<file path="config.mk">
export PLATFORM = sky130hd
export DESIGN_NAME = blinky_top
export DESIGN_NICKNAME = d
export VERILOG_FILES = /design/src/logic/blinky_pkg.sv /design/src/logic/skid_buffer.sv /design/src/logic/pipelined_accumulator.sv /design/src/logic/led_sequencer.sv /design/src/logic/blinky_regs.sv /design/src/logic/blinky_top.sv
export SDC_FILE = /design/constraint.sdc
export NUM_CORES = 1
export LEC_CHECK = 0
export BUFFER_PORTS_ARGS = -buffer_cell sky130_fd_sc_hd__buf_2
export CORE_ASPECT_RATIO = 0.8
export CORE_MARGIN = 5
export CORE_UTILIZATION = 60
export CTS_CLUSTER_SIZE = 25
export DETAILED_ROUTE_END_ITERATION = 8
export GPL_ROUTABILITY_DRIVEN = 0
export GPL_TIMING_DRIVEN = 0
export MAX_ROUTING_LAYER = met4
export PLACE_DENSITY = 0.82
export SLEW_MARGIN = 20
export SYNTH_ARGS = -nofsm -noshare
export SYNTH_HDL_FRONTEND = slang
export SYNTH_SLANG_ARGS = --single-unit
</file>
<file path="constraint.sdc">
create_clock -name clk -period 6.95 [get_ports clk]
set_input_delay 0 -clock clk [delete_from_list [all_inputs] [get_ports clk]]
set_output_delay 0 -clock clk [all_outputs]
set_load 0.03 [all_outputs]
</file>
<file path="src/logic/blinky_pkg.sv">
package blinky_pkg;

  // bus geometry
  localparam int DATA_W   = 32;
  localparam int STRB_W   = DATA_W / 8;
  // byte address to word index
  localparam int ADDR_LSB = 2;

  // AXI-Lite response codes
  typedef enum logic [1:0] {
    RESP_OKAY   = 2'b00,
    RESP_SLVERR = 2'b10,
    RESP_DECERR = 2'b11
  } axil_resp_e;

  // register map, as word indices
  typedef enum logic [2:0] {
    REG_FLAGS      = 3'd0,
    REG_CNT_TOGGLE = 3'd1,
    REG_CLOCK_FREQ = 3'd2,
    REG_CNT        = 3'd3,
    REG_LED        = 3'd4
  } reg_idx_e;

  // led sequencer modes
  typedef enum logic [1:0] {
    LED_OFF   = 2'd0,
    LED_SOLID = 2'd1,
    LED_BLINK = 2'd2
  } led_state_e;

endpackage

</file>
<file path="src/logic/skid_buffer.sv">
`timescale 1ns/1ps

// two-entry buffer for one valid/ready channel
// the main register feeds the output, the skid register catches
// the beat that arrives while the output is stalled
module skid_buffer #(
  parameter int WIDTH = 8
) (
  input  logic             clk,
  input  logic             rst_n,

  input  logic             i_valid,
  input  logic [WIDTH-1:0] i_data,
  output logic             o_ready,

  output logic             o_valid,
  output logic [WIDTH-1:0] o_data,
  input  logic             i_ready
);

  logic             skid_valid;
  logic [WIDTH-1:0] skid_data;
  logic             in_fire;
  logic             main_free;

  assign in_fire   = i_valid && o_ready;
  // main register is empty or drains on this edge
  assign main_free = !o_valid || i_ready;

  // ready comes straight from a flop, no path from i_ready
  assign o_ready = !skid_valid;

  always_ff @(posedge clk) begin
    if (!rst_n) begin
      o_valid    <= 1'b0;
      skid_valid <= 1'b0;
    end else if (main_free) begin
      // the skid beat is older, so it moves up first
      o_valid    <= skid_valid || in_fire;
      skid_valid <= 1'b0;
    end else if (in_fire) begin
      skid_valid <= 1'b1;
    end
  end

  always_ff @(posedge clk) begin
    if (main_free) begin
      o_data <= skid_valid ? skid_data : i_data;
    end
    if (!main_free && in_fire) begin
      skid_data <= i_data;
    end
  end

  // ----------------------------------------
  // checks
  // ----------------------------------------

  // a stalled beat stays on the output unchanged
  a_hold_stalled: assert property (@(posedge clk) disable iff (!rst_n)
    o_valid && !i_ready |=> o_valid && $stable(o_data));

endmodule

</file>
<file path="src/logic/pipelined_accumulator.sv">
`timescale 1ns/1ps

// free-running counter split in two halves
// the carry out of the low half is registered and added to the
// high half one cycle later, which keeps the add chain short
module pipelined_accumulator #(
  parameter int WIDTH = 32
) (
  input  logic             clk,
  input  logic             rst_n,
  input  logic             i_clr,
  input  logic             i_en,
  output logic [WIDTH-1:0] o_acc
);

  localparam int LO_W = WIDTH / 2;
  localparam int HI_W = WIDTH - LO_W;

  logic [LO_W-1:0] acc_lo;
  logic [HI_W-1:0] acc_hi;
  logic            carry;
  logic [LO_W:0]   lo_sum;

  assign lo_sum = {1'b0, acc_lo} + 1'b1;

  always_ff @(posedge clk) begin
    if (!rst_n || i_clr) begin
      acc_lo <= '0;
      acc_hi <= '0;
      carry  <= 1'b0;
    end else begin
      // pending carry from the previous low-half wrap
      acc_hi <= acc_hi + HI_W'(carry);
      if (i_en) begin
        {carry, acc_lo} <= lo_sum;
      end else begin
        carry <= 1'b0;
      end
    end
  end

  assign o_acc = {acc_hi, acc_lo};

  // the count restarts from zero right after a clear
  a_clr_zero: assert property (@(posedge clk) disable iff (!rst_n)
    i_clr |=> o_acc == '0);

endmodule

</file>
<file path="src/logic/led_sequencer.sv">
`timescale 1ns/1ps

// decides off, solid or blinking and drives the counter clear
module led_sequencer (
  input  logic        clk,
  input  logic        rst_n,
  input  logic        i_enable,
  input  logic        i_blink,
  input  logic [31:0] i_cnt_toggle,
  input  logic [31:0] i_cnt,
  output logic        o_cnt_clr,
  output logic        o_led
);

  blinky_pkg::led_state_e state;
  blinky_pkg::led_state_e state_next;

  always_comb begin
    if (!i_enable) begin
      state_next = blinky_pkg::LED_OFF;
    end else if (!i_blink) begin
      state_next = blinky_pkg::LED_SOLID;
    end else begin
      state_next = blinky_pkg::LED_BLINK;
    end
  end

  always_ff @(posedge clk) begin
    if (!rst_n) begin
      state     <= blinky_pkg::LED_OFF;
      o_led     <= 1'b0;
      o_cnt_clr <= 1'b1;
    end else begin
      state <= state_next;
      // counter held in clear unless actively blinking
      o_cnt_clr <= 1'b1;
      case (state_next)
        blinky_pkg::LED_OFF: begin
          o_led <= 1'b0;
        end
        blinky_pkg::LED_SOLID: begin
          o_led <= 1'b1;
        end
        blinky_pkg::LED_BLINK: begin
          if (state != blinky_pkg::LED_BLINK) begin
            // entering blink, start lit with a fresh count
            o_led <= 1'b1;
          end else if (i_cnt == i_cnt_toggle) begin
            o_led <= ~o_led;
          end else begin
            o_cnt_clr <= 1'b0;
          end
        end
        default: begin
          o_led <= 1'b0;
        end
      endcase
    end
  end

  // led is dark whenever the sequencer is off
  a_off_dark: assert property (@(posedge clk) disable iff (!rst_n)
    state == blinky_pkg::LED_OFF |-> !o_led);

endmodule

</file>
<file path="src/logic/blinky_regs.sv">
`timescale 1ns/1ps

// AXI-Lite register block for the blinker
//
// idx  access  contents
// 0    rw      flags, bit 0 enable, bit 1 blink
// 1    rw      cnt_toggle
// 2    ro      clock frequency
// 3    ro      live counter
// 4    ro      led level
module blinky_regs #(
  parameter int CLK_FREQ   = 100_000_000,
  parameter int ADDR_WIDTH = 8
) (
  input  logic                              clk,
  input  logic                              rst_n,

  input  logic [ADDR_WIDTH-1:0]             i_awaddr,
  input  logic                              i_awvalid,
  output logic                              o_awready,
  input  logic [blinky_pkg::DATA_W-1:0]     i_wdata,
  input  logic [blinky_pkg::STRB_W-1:0]     i_wstrb,
  input  logic                              i_wvalid,
  output logic                              o_wready,
  output logic                              o_bvalid,
  output blinky_pkg::axil_resp_e            o_bresp,
  input  logic                              i_bready,

  input  logic [ADDR_WIDTH-1:0]             i_araddr,
  input  logic                              i_arvalid,
  output logic                              o_arready,
  output logic                              o_rvalid,
  output logic [blinky_pkg::DATA_W-1:0]     o_rdata,
  output blinky_pkg::axil_resp_e            o_rresp,
  input  logic                              i_rready,

  input  logic [31:0]                       i_cnt,
  input  logic                              i_led,
  output logic                              o_enable,
  output logic                              o_blink,
  output logic [31:0]                       o_cnt_toggle
);

  localparam int DW  = blinky_pkg::DATA_W;
  localparam int SW  = blinky_pkg::STRB_W;
  localparam int RAW = ADDR_WIDTH - blinky_pkg::ADDR_LSB;

  localparam logic [DW-1:0] TOGGLE_RESET = DW'(CLK_FREQ / 2);

  // ----------------------------------------
  // write path
  // ----------------------------------------

  logic                   aw_valid;
  logic [RAW-1:0]         aw_idx;
  logic                   aw_ready;
  logic                   w_valid;
  logic [DW-1:0]          w_data;
  logic [SW-1:0]          w_strb;
  logic                   w_ready;

  logic                   bvalid_next;
  blinky_pkg::axil_resp_e bresp_next;
  logic                   enable_next;
  logic                   blink_next;
  logic [31:0]            cnt_toggle_next;

  skid_buffer #(
    .WIDTH(RAW)
  ) u_skid_aw (
    .clk    (clk),
    .rst_n  (rst_n),
    .i_valid(i_awvalid),
    .i_data (i_awaddr[ADDR_WIDTH-1:blinky_pkg::ADDR_LSB]),
    .o_ready(o_awready),
    .o_valid(aw_valid),
    .o_data (aw_idx),
    .i_ready(aw_ready)
  );

  skid_buffer #(
    .WIDTH(DW + SW)
  ) u_skid_w (
    .clk    (clk),
    .rst_n  (rst_n),
    .i_valid(i_wvalid),
    .i_data ({i_wstrb, i_wdata}),
    .o_ready(o_wready),
    .o_valid(w_valid),
    .o_data ({w_strb, w_data}),
    .i_ready(w_ready)
  );

  always_comb begin
    aw_ready        = 1'b0;
    w_ready         = 1'b0;
    bvalid_next     = o_bvalid && !i_bready;
    bresp_next      = o_bresp;
    enable_next     = o_enable;
    blink_next      = o_blink;
    cnt_toggle_next = o_cnt_toggle;

    // commit only when address, data and a free b slot line up
    if (aw_valid && w_valid && (!o_bvalid || i_bready)) begin
      aw_ready    = 1'b1;
      w_ready     = 1'b1;
      bvalid_next = 1'b1;
      bresp_next  = blinky_pkg::RESP_OKAY;

      if (w_strb != '1) begin
        // full-word writes only
        bresp_next = blinky_pkg::RESP_SLVERR;
      end else begin
        case (aw_idx)
          RAW'(blinky_pkg::REG_FLAGS): begin
            enable_next = w_data[0];
            blink_next  = w_data[1];
          end
          RAW'(blinky_pkg::REG_CNT_TOGGLE): cnt_toggle_next = w_data;
          RAW'(blinky_pkg::REG_CLOCK_FREQ): bresp_next = blinky_pkg::RESP_SLVERR;
          RAW'(blinky_pkg::REG_CNT):        bresp_next = blinky_pkg::RESP_SLVERR;
          RAW'(blinky_pkg::REG_LED):        bresp_next = blinky_pkg::RESP_SLVERR;
          default:                          bresp_next = blinky_pkg::RESP_DECERR;
        endcase
      end
    end
  end

  always_ff @(posedge clk) begin
    if (!rst_n) begin
      o_bvalid     <= 1'b0;
      o_enable     <= 1'b0;
      o_blink      <= 1'b0;
      o_cnt_toggle <= TOGGLE_RESET;
    end else begin
      o_bvalid     <= bvalid_next;
      o_enable     <= enable_next;
      o_blink      <= blink_next;
      o_cnt_toggle <= cnt_toggle_next;
    end
  end

  always_ff @(posedge clk) begin
    o_bresp <= bresp_next;
  end

  // ----------------------------------------
  // read path
  // ----------------------------------------

  logic                   ar_valid;
  logic [RAW-1:0]         ar_idx;
  logic                   ar_ready;

  logic                   rvalid_next;
  logic [DW-1:0]          rdata_next;
  blinky_pkg::axil_resp_e rresp_next;

  skid_buffer #(
    .WIDTH(RAW)
  ) u_skid_ar (
    .clk    (clk),
    .rst_n  (rst_n),
    .i_valid(i_arvalid),
    .i_data (i_araddr[ADDR_WIDTH-1:blinky_pkg::ADDR_LSB]),
    .o_ready(o_arready),
    .o_valid(ar_valid),
    .o_data (ar_idx),
    .i_ready(ar_ready)
  );

  always_comb begin
    ar_ready    = 1'b0;
    rvalid_next = o_rvalid && !i_rready;
    rdata_next  = o_rdata;
    rresp_next  = o_rresp;

    if (ar_valid && (!o_rvalid || i_rready)) begin
      ar_ready    = 1'b1;
      rvalid_next = 1'b1;
      rresp_next  = blinky_pkg::RESP_OKAY;
      rdata_next  = '0;
      case (ar_idx)
        RAW'(blinky_pkg::REG_FLAGS):      rdata_next = DW'({o_blink, o_enable});
        RAW'(blinky_pkg::REG_CNT_TOGGLE): rdata_next = o_cnt_toggle;
        RAW'(blinky_pkg::REG_CLOCK_FREQ): rdata_next = DW'(CLK_FREQ);
        RAW'(blinky_pkg::REG_CNT):        rdata_next = i_cnt;
        RAW'(blinky_pkg::REG_LED):        rdata_next = DW'(i_led);
        default:                          rresp_next = blinky_pkg::RESP_DECERR;
      endcase
    end
  end

  always_ff @(posedge clk) begin
    if (!rst_n) begin
      o_rvalid <= 1'b0;
    end else begin
      o_rvalid <= rvalid_next;
    end
  end

  always_ff @(posedge clk) begin
    o_rdata <= rdata_next;
    o_rresp <= rresp_next;
  end

  // ----------------------------------------
  // checks
  // ----------------------------------------

  a_b_hold: assert property (@(posedge clk) disable iff (!rst_n)
    o_bvalid && !i_bready |=> o_bvalid && $stable(o_bresp));

  a_r_hold: assert property (@(posedge clk) disable iff (!rst_n)
    o_rvalid && !i_rready |=> o_rvalid && $stable(o_rdata) && $stable(o_rresp));

endmodule

</file>
<file path="src/logic/blinky_top.sv">
`timescale 1ns/1ps

// memory-mapped led blinker
module blinky_top #(
  parameter int CLK_FREQ   = 100_000_000,
  parameter int ADDR_WIDTH = 8
) (
  input  logic                          clk,
  input  logic                          rst_n,

  input  logic [ADDR_WIDTH-1:0]         i_awaddr,
  input  logic                          i_awvalid,
  output logic                          o_awready,
  input  logic [blinky_pkg::DATA_W-1:0] i_wdata,
  input  logic [blinky_pkg::STRB_W-1:0] i_wstrb,
  input  logic                          i_wvalid,
  output logic                          o_wready,
  output logic                          o_bvalid,
  output blinky_pkg::axil_resp_e        o_bresp,
  input  logic                          i_bready,

  input  logic [ADDR_WIDTH-1:0]         i_araddr,
  input  logic                          i_arvalid,
  output logic                          o_arready,
  output logic                          o_rvalid,
  output logic [blinky_pkg::DATA_W-1:0] o_rdata,
  output blinky_pkg::axil_resp_e        o_rresp,
  input  logic                          i_rready,

  output logic                          o_led
);

  logic                          enable;
  logic                          blink;
  logic [blinky_pkg::DATA_W-1:0] cnt_toggle;
  logic [blinky_pkg::DATA_W-1:0] cnt;
  logic                          cnt_clr;

  blinky_regs #(
    .CLK_FREQ  (CLK_FREQ),
    .ADDR_WIDTH(ADDR_WIDTH)
  ) u_regs (
    .clk         (clk),
    .rst_n       (rst_n),
    .i_awaddr    (i_awaddr),
    .i_awvalid   (i_awvalid),
    .o_awready   (o_awready),
    .i_wdata     (i_wdata),
    .i_wstrb     (i_wstrb),
    .i_wvalid    (i_wvalid),
    .o_wready    (o_wready),
    .o_bvalid    (o_bvalid),
    .o_bresp     (o_bresp),
    .i_bready    (i_bready),
    .i_araddr    (i_araddr),
    .i_arvalid   (i_arvalid),
    .o_arready   (o_arready),
    .o_rvalid    (o_rvalid),
    .o_rdata     (o_rdata),
    .o_rresp     (o_rresp),
    .i_rready    (i_rready),
    .i_cnt       (cnt),
    .i_led       (o_led),
    .o_enable    (enable),
    .o_blink     (blink),
    .o_cnt_toggle(cnt_toggle)
  );

  led_sequencer u_seq (
    .clk         (clk),
    .rst_n       (rst_n),
    .i_enable    (enable),
    .i_blink     (blink),
    .i_cnt_toggle(cnt_toggle),
    .i_cnt       (cnt),
    .o_cnt_clr   (cnt_clr),
    .o_led       (o_led)
  );

  // counts every cycle, the sequencer decides when it restarts
  pipelined_accumulator #(
    .WIDTH(blinky_pkg::DATA_W)
  ) u_acc (
    .clk  (clk),
    .rst_n(rst_n),
    .i_clr(cnt_clr),
    .i_en (1'b1),
    .o_acc(cnt)
  );

endmodule

</file>
==> flow_metrics.env <==
export IMPL_drive_gt1_frac=0.2395
export IMPL_power_frac_seq=0.531
export IMPL_min_path_type="primary input to flop"
export IMPL_power_switching_w=0.0005438
export IMPL_ys_flop_type="edfxtp_1"
export IMPL_power_density_nw_per_um2=252.6
export IMPL_clk_latency_ns=0.50
export IMPL_yosys_cell_types_count=45
export IMPL_setup_viol=0
export IMPL_tightest_slew_ns=0.9302
export IMPL_io_buffer_count=96
export IMPL_place_area_um2=9215
export IMPL_core_area_um2=13690
export IMPL_synthArstFlopShare=0
export IMPL_htreeDepth=1
export IMPL_die_h_um=116.1
export IMPL_p_leak_nw=3.690
export IMPL_ys_ff_latch=210
export IMPL_ant_nets=0
export IMPL_vias_per_cell=5.519
export IMPL_cts_resized=0
export IMPL_cts_sinks=210
export IMPL_fill_cells=850
export IMPL_dp_hpwl_mm=12.98
export IMPL_finalCriticalPeriod_ns=2.537
export IMPL_synthTopCellsByArea="edfxtp_1 (47%), dfxtp_1 (19%), mux2_2 (6.4%), xnor2_1 (4.4%), nand2_1 (4.2%)"
export IMPL_synth_enable_flop_cells=131
export IMPL_area_delta_synth_final_pct=23.29
export IMPL_grt_pass1_wl_mm=30.60
export IMPL_fin_skew_ns=0.01494
export IMPL_start_util=0.6164
export IMPL_wirelength_mm=19.00
export IMPL_synth_top_cell_area_share=0.4661
export IMPL_max_slew_margin=0.3785
export IMPL_drv_cap=0
export IMPL_fp_row_count=38
export IMPL_clk_pin_slew_ns=0.06
export IMPL_finalHoldViolations=0
export IMPL_dieArea_um2=16550
export IMPL_wl_per_cell_um=18.27
export IMPL_routed_via_count=5740
export IMPL_layout_common_cells="edfxtp_1 (131), buf_2 (106), nand2_1 (94)"
export IMPL_crit_fanout=39
export IMPL_switching_share=0.2069
export IMPL_worst_setup_path_type="flop to flop"
export IMPL_grt_pass1_vias=5892
export IMPL_final_cell_area_um2=10410
export IMPL_vdd_drop_max_v=0.0001985
export IMPL_fmaxAchievable_ghz=0.3941
export IMPL_seqCellArea_um2=5515
export IMPL_final_common_cell="edfxtp_1"
export IMPL_syn_nets=731
export IMPL_pwr_share_comb=0.057
export IMPL_finalMaxSlewViolations=0
export IMPL_status="finished, final reports clean"
export IMPL_final_cell_count_no_fill=1040
export IMPL_first_pass_iters=5
export IMPL_grt_max_degree=40
export IMPL_yosysTopAreaCell="edfxtp_1"
export IMPL_numCtsBuffers=21
export IMPL_root_buffer="clkbuf_16"
export IMPL_grt_usage=0.2430
export IMPL_finalCritPeriodShare=0.3651
export IMPL_tns_ns=0
export IMPL_crit_path_end_kind="flop"
export IMPL_critPathArrivalTime_ns=2.73
export IMPL_antenna_found_initial=0
export IMPL_antenna_cells=0
export IMPL_io_pins=101
export IMPL_rsz0062_at_grt="false"
export IMPL_yosysWarningCount=0
export IMPL_drtIter0Drc=616
export IMPL_netlist_instances=669
export IMPL_synth_area_um2=8441
export IMPL_cts_tree="yes"
export IMPL_holdWs_ns=0.02505
export IMPL_drc=0
export IMPL_p_clk_frac=0.412
export IMPL_final_core_util=0.7600
export IMPL_crit_path_start_kind="flop"
export IMPL_required_ns=7.14
export IMPL_power_internal_w=0.002085
export IMPL_fin_nets=907
export IMPL_synth_avg_cell_area_um2=12.62
export IMPL_max_clock_path_buffers=3
export IMPL_ys_seq_area_frac=0.6534
export IMPL_place_inst=949
export IMPL_multi_input_area_um2=2721
export IMPL_gr_total_overflow=0
export IMPL_die_w_um=142.6
## metrics by stage
step           power, W  setup slack (ns)
6_report       0.002629             4.413
5_1_grt        0.002714             4.134
4_1_cts        0.002640             4.372
3_5_place_dp   0.001545             4.396
3_3_place_gp   0.001536             1.224
2_1_floorplan  0.001492             2.107
## cell type report
cell class,count,area share
Sequential cell,210,0.5300
Multi-Input combinational cell,409,0.2615
Timing Repair Buffer,153,0.1023
Clock buffer,34,0.05855
Tap cell,180,0.02164
Buffer,37,0.01635
Clock inverter,4,0.004930
Inverter,13,0.004689
## sequential cells by signal, indices dropped and copies added, names as in the netlist, 2 cells and up
signal,flops
u_regs.u_skid_aw.o_data,6
u_regs.u_skid_ar.skid_data,6
u_regs.o_cnt_toggle,32
u_regs.u_skid_aw.skid_data,6
u_regs.u_skid_w.skid_data,36
u_regs.o_bresp,2
u_acc.acc_lo,16
u_regs.u_skid_ar.o_data,6
u_regs.u_skid_w.o_data,36
u_seq.state,2
u_regs.o_rdata,32
u_acc.acc_hi,16
## cell families (layout without fill, tap and decap cells)
| group | Yosys count | after routing | synth area share |
|---|---|---|---|
| and+or+nand+nor | 215 | 215 | 0.1238 |
| DFF | 210 | 210 | 0.6534 |
| AOI/OAI and AO/OA | 83 | 83 | 0.06537 |
| xor gates and xnor gates | 55 | 55 | 0.05707 |
| muxes | 53 | 53 | 0.06997 |
| buffers and inverters | 50 | 241 | 0.02594 |
| adders and majority gates | 3 | 3 | 0.004448 |
## cell usage after synthesis (3+ instances only)
cell and instances:
a21boi_1 18, nand2b_1 3, dfxtp_1 79, ha_1 3
clkbuf_1 22, nor3_1 3, xnor2_1 42, nor2b_1 4
inv_1 12, edfxtp_1 131, mux2_2 48, nor2_1 38
nand4_1 12, or3_1 5, xor2_1 13, a21oi_1 19
a21boi_0 6, buf_2 10, nor4_1 5, and3_1 5
nor3b_1 6, mux2i_1 5, nand3_2 3, a22o_1 18
nand2_1 95, nand3_1 24, o21ai_0 19
## worst max-delay path, cell delays in order, from the launching register on
cell	delay, ns
dfxtp_1	0.32
nand2b_1	0.07
nand3_1	0.19
nand2_2	0.52
nor3b_2	0.60
buf_4	0.30
buf_4	0.23
## routing by layer
layer / vias to the layer above / GRT usage / share of wire
met5: - / - / 0
met4: 0 / 0.05890 / 0.021
met3: 36 / 0.04002 / 0.068
met2: 201 / 0.4068 / 0.49
met1: 2766 / 0.3143 / 0.42
li1: 2737 / - / -
## what timing repair did
item,CTS,global route
hold buffers,53,0
buffers inserted,0,0
endpoints found under the hold margin,109,0
## path summary, 6_finish.rpt
| path | endpoint | slack [ns] | depth (start not counted) | start |
|---|---|---|---|---|
| setup / recovery | u_regs.u_skid_w.skid_data[21]$_DFFE_PP_ | 4.41 | 6 | u_regs.o_bvalid$_SDFF_PN0_ |
| hold / removal | u_acc.acc_hi[12]$_SDFF_PP0_ | 0.03 | 4 | rst_n |
| setup reg to reg | u_regs.u_skid_w.skid_data[21]$_DFFE_PP_ | 4.41 | 6 | u_regs.o_bvalid$_SDFF_PN0_ |
| hold reg to reg | u_regs.o_cnt_toggle[12]$_SDFFE_PN1P_ | 0.47 | 2 | u_regs.u_skid_w.o_data[12]$_DFFE_PP_ |
## power by group through the flow
| stage | sequential (W) | combinational, W | clock [W] |
|---|---|---|---|
| CTS | 0.00139 | 0.000148 | 0.00110 |
| detailed placement | 0.00142 | 0.000124 | 0 |
| finish | 0.00139 | 0.000150 | 0.00108 |
| floorplan | 0.00143 | 0.0000591 | 0 |
| global route | 0.00140 | 0.000162 | 0.00115 |
| global placement | 0.00142 | 0.000114 | 0 |
Power figures use the tool's default switching activity.
